`src/include/cpu_settings.svh`:
```
`ifndef CPU_SETTINGS_SVH
`define CPU_SETTINGS_SVH

// **************************************************
// Core sizing
// **************************************************

// Fetch queue depth, in instructions
`define FETCH_NUM 2

// Instruction address width
`define ADDR_WIDTH 32

// Execute lanes, lane 0 holds the older instruction
`define LANE_NUM 2

`endif
```
`src/logic/cpu_pkg.sv`:
```
`default_nettype none

`include "cpu_settings.svh"

package cpu_pkg;

	// **************************************************
	// Basic types
	// **************************************************

	typedef logic [`ADDR_WIDTH-1:0] addr_t;

	// One slot of the fetch queue
	typedef struct packed {
		logic  valid;
		addr_t pc;
	} fetch_entry_t;

	// Instruction sitting in an execute lane
	typedef struct packed {
		logic  valid;
		addr_t pc;
	} pipeline_exec_t;

	// **************************************************
	// Control flow records
	// **************************************************

	typedef struct packed {
		logic  valid;
		logic  mispredict;
		logic  taken;
		addr_t pc;
		addr_t target;     // Correct next fetch address
	} branch_resolved_t;

	typedef struct packed {
		logic  valid;
		logic  alpha_taken;  // Flush EX and MM as well
		addr_t target;
	} except_req_t;

	typedef enum logic {
		IDLE,
		OFFER
	} redirect_state_e;

endpackage

`default_nettype wire

```
`src/logic/branch_if.sv`:
```
`default_nettype none
`timescale 1ns/1ns

// One lane's resolved branch
interface branch_if;

	logic           valid;
	logic           mispredict;
	logic           taken;
	cpu_pkg::addr_t pc;
	cpu_pkg::addr_t target;

	modport producer (
		output valid, mispredict, taken, pc, target
	);

	modport consumer (
		input valid, mispredict, taken, pc, target
	);

endinterface

`default_nettype wire

```
`src/logic/ctrl_top.sv`:
```
`default_nettype none
`timescale 1ns/1ns

`include "cpu_settings.svh"

module ctrl_top (
	input  logic                                   clk,
	input  logic                                   rst,

	input  logic                                   fetch_valid_i,
	input  cpu_pkg::addr_t                         fetch_pc_i,
	output logic                                   fetch_ready_o,
	output logic                                   issue_valid_o,
	output cpu_pkg::addr_t                         issue_pc_o,

	input  cpu_pkg::pipeline_exec_t [`LANE_NUM-1:0] exec_i,
	input  logic [`LANE_NUM-1:0]                   is_branch_i,
	input  logic [`LANE_NUM-1:0]                   predicted_taken_i,
	input  logic [`LANE_NUM-1:0]                   actual_taken_i,
	input  cpu_pkg::addr_t [`LANE_NUM-1:0]          actual_target_i,

	input  cpu_pkg::except_req_t                   except_req_i,

	input  logic                                   stall_from_id_i,
	input  logic                                   stall_from_ex_i,
	input  logic                                   stall_from_mm_i,
	output logic                                   stall_if_o,
	output logic                                   stall_id_o,
	output logic                                   stall_ex_o,
	output logic                                   stall_mm_o,
	output logic                                   flush_if_o,
	output logic                                   flush_id_o,
	output logic                                   flush_ex_o,
	output logic                                   flush_mm_o,
	output logic                                   delayslot_not_exec_o,

	output logic                                   redirect_valid_o,
	output cpu_pkg::addr_t                         redirect_pc_o,
	input  logic                                   redirect_ready_i
);
	import cpu_pkg::*;

	fetch_entry_t [`FETCH_NUM-1:0] fetch_entry;
	branch_resolved_t              resolved_branch;
	logic                          hold_resolved_branch;

	branch_if br_lane0 ();
	branch_if br_lane1 ();

	fetch_queue u_fetch_queue (
		.clk           (clk),
		.rst           (rst),
		.fetch_valid_i (fetch_valid_i),
		.fetch_pc_i    (fetch_pc_i),
		.fetch_ready_o (fetch_ready_o),
		.stall_id_i    (stall_id_o),
		.flush_if_i    (flush_if_o),
		.entry_o       (fetch_entry),
		.issue_valid_o (issue_valid_o),
		.issue_pc_o    (issue_pc_o)
	);

	// **************************************************
	// Execute lanes
	// **************************************************

	branch_resolver u_resolver0 (
		.clk               (clk),
		.rst               (rst),
		.exec_i            (exec_i[0]),
		.is_branch_i       (is_branch_i[0]),
		.predicted_taken_i (predicted_taken_i[0]),
		.actual_taken_i    (actual_taken_i[0]),
		.actual_target_i   (actual_target_i[0]),
		.hold_i            (hold_resolved_branch),
		.br                (br_lane0)
	);

	branch_resolver u_resolver1 (
		.clk               (clk),
		.rst               (rst),
		.exec_i            (exec_i[1]),
		.is_branch_i       (is_branch_i[1]),
		.predicted_taken_i (predicted_taken_i[1]),
		.actual_taken_i    (actual_taken_i[1]),
		.actual_target_i   (actual_target_i[1]),
		.hold_i            (hold_resolved_branch),
		.br                (br_lane1)
	);

	pipe_ctrl u_pipe_ctrl (
		.rst                    (rst),
		.stall_from_id_i        (stall_from_id_i),
		.stall_from_ex_i        (stall_from_ex_i),
		.stall_from_mm_i        (stall_from_mm_i),
		.stall_if_o             (stall_if_o),
		.stall_id_o             (stall_id_o),
		.stall_ex_o             (stall_ex_o),
		.stall_mm_o             (stall_mm_o),
		.flush_if_o             (flush_if_o),
		.flush_id_o             (flush_id_o),
		.flush_ex_o             (flush_ex_o),
		.flush_mm_o             (flush_mm_o),
		.except_req_i           (except_req_i),
		.fetch_entry_i          (fetch_entry),
		.pipeline_exec_i        (exec_i),
		.br0                    (br_lane0),
		.br1                    (br_lane1),
		.resolved_branch_o      (resolved_branch),
		.delayslot_not_exec_o   (delayslot_not_exec_o),
		.hold_resolved_branch_o (hold_resolved_branch)
	);

	// flush_id doubles as the mispredict flush, exception wins inside
	redirect_unit u_redirect (
		.clk                (clk),
		.rst                (rst),
		.except_req_i       (except_req_i),
		.flush_mispredict_i (flush_id_o),
		.resolved_branch_i  (resolved_branch),
		.redirect_valid_o   (redirect_valid_o),
		.redirect_pc_o      (redirect_pc_o),
		.redirect_ready_i   (redirect_ready_i)
	);

endmodule

`default_nettype wire

```
`src/logic/redirect_unit.sv`:
```
`default_nettype none
`timescale 1ns/1ns

module redirect_unit (
	input  logic                      clk,
	input  logic                      rst,

	input  cpu_pkg::except_req_t      except_req_i,
	input  logic                      flush_mispredict_i,
	input  cpu_pkg::branch_resolved_t resolved_branch_i,

	output logic                      redirect_valid_o,
	output cpu_pkg::addr_t            redirect_pc_o,
	input  logic                      redirect_ready_i
);
	import cpu_pkg::*;

	redirect_state_e state_q;
	redirect_state_e state_d;
	addr_t           target_q;
	addr_t           load_target;
	logic            load;

	// **************************************************
	// Target selection
	// **************************************************

	assign load = except_req_i.valid | flush_mispredict_i;

	// Exception beats a branch in the same cycle
	assign load_target = except_req_i.valid ? except_req_i.target
		: resolved_branch_i.target;

	always_ff @(posedge clk) begin
		if (load) begin
			target_q <= load_target;  // Newer flush replaces a pending offer
		end
	end

	// **************************************************
	// Offer FSM
	// **************************************************

	always_comb begin
		state_d = state_q;
		case (state_q)
			IDLE: begin
				if (load) begin
					state_d = OFFER;
				end
			end
			OFFER: begin
				if (load) begin
					state_d = OFFER;
				end else if (redirect_ready_i) begin
					state_d = IDLE;
				end
			end
			default: state_d = IDLE;
		endcase
	end

	always_ff @(posedge clk) begin
		if (rst) begin
			state_q <= IDLE;
		end else begin
			state_q <= state_d;
		end
	end

	assign redirect_valid_o = (state_q == OFFER);
	assign redirect_pc_o    = target_q;

endmodule

`default_nettype wire

```
`src/logic/pipe_ctrl.sv`:
```
`default_nettype none
`timescale 1ns/1ns

`include "cpu_settings.svh"

module pipe_ctrl (
	input  logic                                  rst,
	input  logic                                  stall_from_id_i,
	input  logic                                  stall_from_ex_i,
	input  logic                                  stall_from_mm_i,
	output logic                                  stall_if_o,
	output logic                                  stall_id_o,
	output logic                                  stall_ex_o,
	output logic                                  stall_mm_o,
	output logic                                  flush_if_o,
	output logic                                  flush_id_o,
	output logic                                  flush_ex_o,
	output logic                                  flush_mm_o,

	input  cpu_pkg::except_req_t                  except_req_i,
	input  cpu_pkg::fetch_entry_t [`FETCH_NUM-1:0] fetch_entry_i,
	input  cpu_pkg::pipeline_exec_t [1:0]          pipeline_exec_i,
	branch_if.consumer                            br0,
	branch_if.consumer                            br1,
	output cpu_pkg::branch_resolved_t             resolved_branch_o,
	output logic                                  delayslot_not_exec_o,
	output logic                                  hold_resolved_branch_o
);
	import cpu_pkg::*;

	branch_resolved_t [1:0] lane_br;
	logic [3:0]             stall;  // IF, ID, EX, MM
	logic [3:0]             flush;
	logic [1:0]             mispredict;
	logic                   queue_has_entry;
	logic                   wait_delayslot;
	logic                   slot_blocked;
	logic                   flush_mispredict;

	assign {stall_if_o, stall_id_o, stall_ex_o, stall_mm_o} = stall;
	assign {flush_if_o, flush_id_o, flush_ex_o, flush_mm_o} = flush;

	always_comb begin
		lane_br[0] = {br0.valid, br0.mispredict, br0.taken, br0.pc, br0.target};
		lane_br[1] = {br1.valid, br1.mispredict, br1.taken, br1.pc, br1.target};
		for (int i = 0; i < 2; i++) begin
			mispredict[i] = lane_br[i].valid & lane_br[i].mispredict;
		end
	end

	// **************************************************
	// Delay slot tracking
	// **************************************************

	always_comb begin
		queue_has_entry = 1'b0;
		for (int i = 0; i < `FETCH_NUM; i++) begin
			queue_has_entry |= fetch_entry_i[i].valid;
		end
	end

	// Lane 1 branch always has its slot outside the lanes
	assign delayslot_not_exec_o = lane_br[1].valid
		| (lane_br[0].valid & ~pipeline_exec_i[1].valid);
	assign wait_delayslot = delayslot_not_exec_o & ~queue_has_entry;

	// Slot in lane 1 cannot move past a stalled EX
	assign slot_blocked = mispredict[0] & pipeline_exec_i[1].valid & stall[1];

	assign flush_mispredict = (|mispredict) & ~wait_delayslot
		& ~stall_from_ex_i & ~slot_blocked;

	// Youngest valid branch wins
	always_comb begin
		resolved_branch_o = '0;
		if (!wait_delayslot) begin
			for (int i = 0; i < 2; i++) begin
				if (lane_br[i].valid) begin
					resolved_branch_o = lane_br[i];
				end
			end
		end
	end

	// **************************************************
	// Stall and flush vectors
	// **************************************************

	always_comb begin
		if (rst || stall_from_mm_i) begin
			stall = 4'b1111;
		end else if (stall_from_ex_i || wait_delayslot) begin
			stall = 4'b1110;
		end else if (stall_from_id_i) begin
			stall = 4'b1100;
		end else begin
			stall = 4'b0000;
		end
	end

	always_comb begin
		flush = 4'b0000;
		if (except_req_i.valid) begin
			flush = {2'b11, {2{except_req_i.alpha_taken}}};
		end else if (flush_mispredict) begin
			flush = 4'b1100;
		end
	end

	assign hold_resolved_branch_o = (stall[1] | stall[0]) & ~flush[2];

endmodule

`default_nettype wire

```
`src/logic/branch_resolver.sv`:
```
`default_nettype none
`timescale 1ns/1ns

module branch_resolver (
	input  logic                    clk,
	input  logic                    rst,

	input  cpu_pkg::pipeline_exec_t exec_i,
	input  logic                    is_branch_i,
	input  logic                    predicted_taken_i,
	input  logic                    actual_taken_i,
	input  cpu_pkg::addr_t          actual_target_i,

	input  logic                    hold_i,

	branch_if.producer              br
);
	import cpu_pkg::*;

	logic  valid_d;
	logic  mispredict_d;
	addr_t target_d;

	logic  valid_q;
	logic  mispredict_q;
	logic  taken_q;
	addr_t pc_q;
	addr_t target_q;

	// **************************************************
	// Compare predicted and actual direction
	// **************************************************

	assign valid_d      = exec_i.valid & is_branch_i;
	assign mispredict_d = valid_d & (predicted_taken_i != actual_taken_i);

	// Not taken resumes past the delay slot
	assign target_d = actual_taken_i ? actual_target_i : exec_i.pc + addr_t'(8);

	always_ff @(posedge clk) begin
		if (rst) begin
			valid_q      <= 1'b0;
			mispredict_q <= 1'b0;
		end else if (!hold_i) begin
			valid_q      <= valid_d;
			mispredict_q <= mispredict_d;
		end
	end

	always_ff @(posedge clk) begin
		if (!hold_i) begin
			taken_q  <= actual_taken_i;
			pc_q     <= exec_i.pc;
			target_q <= target_d;
		end
	end

	assign br.valid      = valid_q;
	assign br.mispredict = mispredict_q;
	assign br.taken      = taken_q;
	assign br.pc         = pc_q;
	assign br.target     = target_q;

endmodule

`default_nettype wire

```
`src/logic/fetch_queue.sv`:
```
`default_nettype none
`timescale 1ns/1ns

`include "cpu_settings.svh"

module fetch_queue (
	input  logic                                  clk,
	input  logic                                  rst,

	input  logic                                  fetch_valid_i,
	input  cpu_pkg::addr_t                        fetch_pc_i,
	output logic                                  fetch_ready_o,

	input  logic                                  stall_id_i,
	input  logic                                  flush_if_i,

	output cpu_pkg::fetch_entry_t [`FETCH_NUM-1:0] entry_o,
	output logic                                  issue_valid_o,
	output cpu_pkg::addr_t                        issue_pc_o
);
	import cpu_pkg::*;

	localparam int PTR_W = $clog2(`FETCH_NUM);

	logic [`FETCH_NUM-1:0] slot_valid;
	addr_t                 slot_pc [`FETCH_NUM];
	logic [PTR_W-1:0]      head;
	logic [PTR_W-1:0]      tail;
	logic                  push;
	logic                  pop;

	function automatic logic [PTR_W-1:0] ptr_next(input logic [PTR_W-1:0] ptr);
		if (ptr == PTR_W'(`FETCH_NUM - 1)) begin
			return '0;
		end
		return ptr + 1'b1;
	endfunction

	// **************************************************
	// Handshakes
	// **************************************************

	// Tail slot free means the queue is not full
	assign fetch_ready_o = ~slot_valid[tail] & ~flush_if_i;
	assign push          = fetch_valid_i & fetch_ready_o;
	assign pop           = issue_valid_o & ~stall_id_i;

	assign issue_valid_o = slot_valid[head];
	assign issue_pc_o    = slot_pc[head];

	// **************************************************
	// Pointers and slot state
	// **************************************************

	always_ff @(posedge clk) begin
		if (rst || flush_if_i) begin
			head       <= '0;
			tail       <= '0;
			slot_valid <= '0;
		end else begin
			if (push) begin
				slot_valid[tail] <= 1'b1;
				tail             <= ptr_next(tail);
			end
			if (pop) begin
				slot_valid[head] <= 1'b0;  // Never the slot being pushed
				head             <= ptr_next(head);
			end
		end
	end

	always_ff @(posedge clk) begin
		if (push) begin
			slot_pc[tail] <= fetch_pc_i;
		end
	end

	// Every slot is visible to control for the delay slot check
	always_comb begin
		for (int i = 0; i < `FETCH_NUM; i++) begin
			entry_o[i].valid = slot_valid[i];
			entry_o[i].pc    = slot_pc[i];
		end
	end

endmodule

`default_nettype wire

```
`config.mk`:
```
export PLATFORM = sky130hd
export DESIGN_NAME = ctrl_top
export DESIGN_NICKNAME = d
export VERILOG_FILES = /design/src/logic/cpu_pkg.sv /design/src/logic/branch_if.sv /design/src/logic/ctrl_top.sv /design/src/logic/redirect_unit.sv /design/src/logic/pipe_ctrl.sv /design/src/logic/branch_resolver.sv /design/src/logic/fetch_queue.sv
export VERILOG_INCLUDE_DIRS = /design/src /design/src/include
export SDC_FILE = /design/constraint.sdc
export NUM_CORES = 1
export LEC_CHECK = 0
export BUFFER_PORTS_ARGS = -buffer_cell sky130_fd_sc_hd__buf_2
export CORE_ASPECT_RATIO = 0.8
export CORE_MARGIN = 4
export CORE_UTILIZATION = 45
export CTS_CLUSTER_SIZE = 24
export DETAILED_ROUTE_END_ITERATION = 10
export PLACE_DENSITY = 0.73
export SLEW_MARGIN = 20
export SYNTH_ARGS = -nofsm -noshare
export SYNTH_HDL_FRONTEND = slang
export SYNTH_SLANG_ARGS = --single-unit
```
`constraint.sdc`:
```
create_clock -name clk -period 5.4 [get_ports clk]
set_input_delay 0.27 -clock clk [delete_from_list [all_inputs] [get_ports clk]]
set_output_delay 0.27 -clock clk [all_outputs]
set_load 0.02 [all_outputs]
```
==> out/results.ini <==
[worst_setup_path]
reg2reg_setup_slack_ns=3.08
crit_path_end_kind=output pin
critical_path_start_end_classification=reg2out
crit_path_max_fanout=42
crit_chain=nor2b_1 -> or2_2 -> a21oi_1 -> a31o_2 -> buf_4 -> a211oi_1 -> buf_2
crit_path_max_incr_delay_ns=0.46
timing.critical_path.from_type=register
regToRegEndpoint=u_fetch_queue.slot_pc[0][20]$_DFFE_PP_
cp.arrival_ns=2.37
worst-r2r-cell-count=7
crit_slowest_cell=buf_4
worstReg2RegStart=u_resolver0.br.valid$_SDFFE_PP0N_
worst_ep_required_time_ns=5.13

[detailed_routing]
finalWirelength_um=22600
antenna_violating_nets_post_route=0
post-route-drc-count=0
avgRoutedWirePerCell_um=19.1
routed-via-count=6341
drt-initial-drc-count=508
drt-vias-per-instance=5.36
drtPass1Iterations=6

[yosys]
post-synth-top-area-fraction_pct=59.1
synth_area_leaders=edfxtp_1 (59%), mux2_2 (6.0%), o21ai_0 (5.1%)
synth-simple-area-share_pct=13.7
synth_sequential_area_ratio_pct=61.5
synth.area.mux_share_pct=6.20
yosys.area_share.xor_xnor_pct=5.92
asyncSetResetFlopFracSynth_pct=0
synth-edff-count=160
synth-seq-cells=170
netlist.top_cell.by_area=edfxtp_1
mapped_cells=670
synth_compound_gate_area_share_pct=9.84
synth_top_family_by_area=simple AND/OR/NAND/NOR gates
synth_fp_nets=881
ys.flop_type=edfxtp_1
post_synth_num_cell_types=49
post_synth_adder_cell_area_pct=0.308
yosysWarningCount=0
synth_area_mm2=0.00813
syn_avg_cell_area_um2=12.1

[floorplanning]
die_w_um=158
floorplan_die_area_mm2=0.0203
placementRows=43
initial_utilization_pct=46.4
io-pin-count=285
die_y_um=128
core_area_mm2=0.0175

[clocking]
source_to_sink_clock_delay_at_the_later_pin_of_the_worst_skew_pair_ns=0.43
clkSinkCount=170
worst_path_clk_slew_ns=0.08
cts.root.buffer_cell=clkbuf_16
cts_hold_repair.buffers=0
post_cts.repair.setup_buffers=0
postCtsResizedCells=0
cts-root-to-sink-buffers=2
cts.htree.levels=4
tritoncts=yes
cts_buffer_count=17

[global_route]
first_pass_grt_wire_length_um=33200
initial_antenna_violation_count=2
globalRouteOverflowTotal=0
grt.total_usage_pct=21.7
vias_in_the_first_global_route=6080
grt_start_max_net_pins=61

[min_path]
min_delay_worst_endpoint=u_fetch_queue.slot_pc[0][2]$_DFFE_PP_
path_type_of_the_worst_min_delay_path=in2reg
min_delay_path_depth=1
timing.hold.worst.start=fetch_pc_i[2]

[placement]
placement.cell_area_mm2=0.00973
dp.final_hpwl_um=17100
place.port_buffers=284
placed_cells_incl_taps=1147
gpl.final_weighted_congestion=0.911

[sta]
fmax_mhz=378
timing.slew.headroom_pct=32.0
min_period_over_period_pct=49.0
setup_viol=0
period_needed_ns=2.64
worst_clock_skew_ns=0.00869
grt_setup_unrepaired=no
hold_ws_ns=0.0242
total_count_of_max_transition_violations_in_the_final_report=0
timing.setup.tns_ns=0
max_slew.worst_pin.slew_ns=1.02
report.final.hold_viol_count=0

[cells_and_area]
final_common_cell=buf_2
post_route_cells_drive_above_1_share_pct=40.5
final_nets=1153
multi_input_area_mm2=0.00293
final_instance_area_mm2=0.0104
fillCellCount=1494
top_library_cells_by_usage_in_the_layout_fill_and_taps_aside=buf_2 (284), edfxtp_1 (160), nand2_1 (106), o21ai_0 (83), mux2_2 (43)
final_cells=1182
area_grow_syn2layout_pct=27.5
seq_area_mm2=0.00500

[power]
pwrdens_mw_per_mm2=304
p_leak_nw=4.06
power.ir.vdd_worst_mv=0.172

[outcome]
status=finished clean

[run]
maxCapViolCount=0

-- metrics by stage --
step                worst slack, ns  power (mW)  utilization [%]
floorplan                      2.14        1.76                -
CTS                            2.74        3.17             59.0
global route                   2.54        3.27             59.1
finish                         2.76        3.15             59.1
detailed placement             3.09        1.95             55.5
global placement               3.11        1.94             55.5
-- critical path, delay by kind of cell (launching register included) --
family | cells | cell delay, ns
buf+inv | 2 | 0.65
compound gates | 3 | 0.49
simple gates | 2 | 0.44
flops | 1 | 0.37
-- power by group --
group	switching, mW	internal, mW	total, mW
sequential	0.0235	1.53	1.56
clock	0.599	0.632	1.23
combinational	0.223	0.138	0.361
-- cells by family (layout without fill, tap and decap cells) --
logic type               after synthesis  count (layout)
flip-flops                           170             170
XOR/XNOR                              55              55
AO/OA/AOI/OAI                        136             136
multiplexers                          45              45
other                                  0               2
AND/OR/NAND/NOR                      213             213
buffers and inverters                 49             334
adder cells (fa/ha/maj)                2               2
-- layer usage --
metal	vias up	global-route usage (%)	routed length, µm
li1	3031	-	-
met1	2969	30.6	9680
met2	315	33.3	10500
met3	26	5.26	2060
met4	0	6.57	363
met5	-	0	0
-- sequential cells by signal (all words and copies together) (netlist names), named ones only --
register,flops
u_fetch_queue.tail,1
u_redirect.redirect_pc_o,32
u_resolver0.br.valid,1
u_resolver1.br.valid,1
u_resolver1.br.target,32
u_redirect.redirect_valid_o,1
u_fetch_queue.head,1
u_fetch_queue.slot_pc,64
u_fetch_queue.slot_valid,2
u_resolver0.br.target,32
u_resolver0.br.mispredict,1
u_resolver1.br.mispredict,1
-- synthesized netlist by cell type, types with 2 or more instances --
master,count
edfxtp_1,160
nand2_1,106
o21ai_0,83
mux2_2,43
xor2_1,34
a22oi_1,31
clkbuf_1,28
nand3_1,22
xnor2_1,21
nor2_1,15
nand4_1,13
and3_1,11
dfxtp_1,10
inv_1,10
o21ai_1,7
and2_1,6
a21oi_1,5
and4_1,5
nor2b_1,5
nor4_1,5
a211oi_1,4
buf_1,4
buf_4,4
nand3b_1,3
nor3_1,3
nor4_2,3
buf_2,2
ha_1,2
mux2i_1,2
nand4_2,2
nor3_4,2
or3_1,2
-- area by class of cell --
| cell class | count | share of cell area [%] |
|---|---|---|
| Sequential cell | 170 | 48.3 |
| Multi-Input combinational cell | 451 | 28.3 |
| Timing Repair Buffer | 292 | 14.3 |
| Clock buffer | 17 | 4.10 |
| Tap cell | 225 | 2.71 |
| Clock inverter | 15 | 1.91 |
| Inverter | 10 | 0.362 |
| Antenna cell | 2 | 0.0483 |
-- worst max path at each step --
stage	cells past startpoint	end	start
4_1_cts	7	fetch_ready_o	u_resolver0.br.valid$_SDFFE_PP0N_
2_1_floorplan	6	u_fetch_queue.slot_pc[0][0]$_DFFE_PP_	u_resolver0.br.valid$_SDFFE_PP0N_
6_report	7	fetch_ready_o	u_resolver0.br.valid$_SDFFE_PP0N_
3_3_place_gp	8	u_fetch_queue.slot_pc[0][11]$_DFFE_PP_	rst
3_5_place_dp	3	u_redirect.redirect_pc_o[23]$_DFFE_PP_	except_req_i[33]
5_1_grt	7	fetch_ready_o	u_resolver0.br.valid$_SDFFE_PP0N_
No activity file was read; power rests on OpenSTA's default activity.
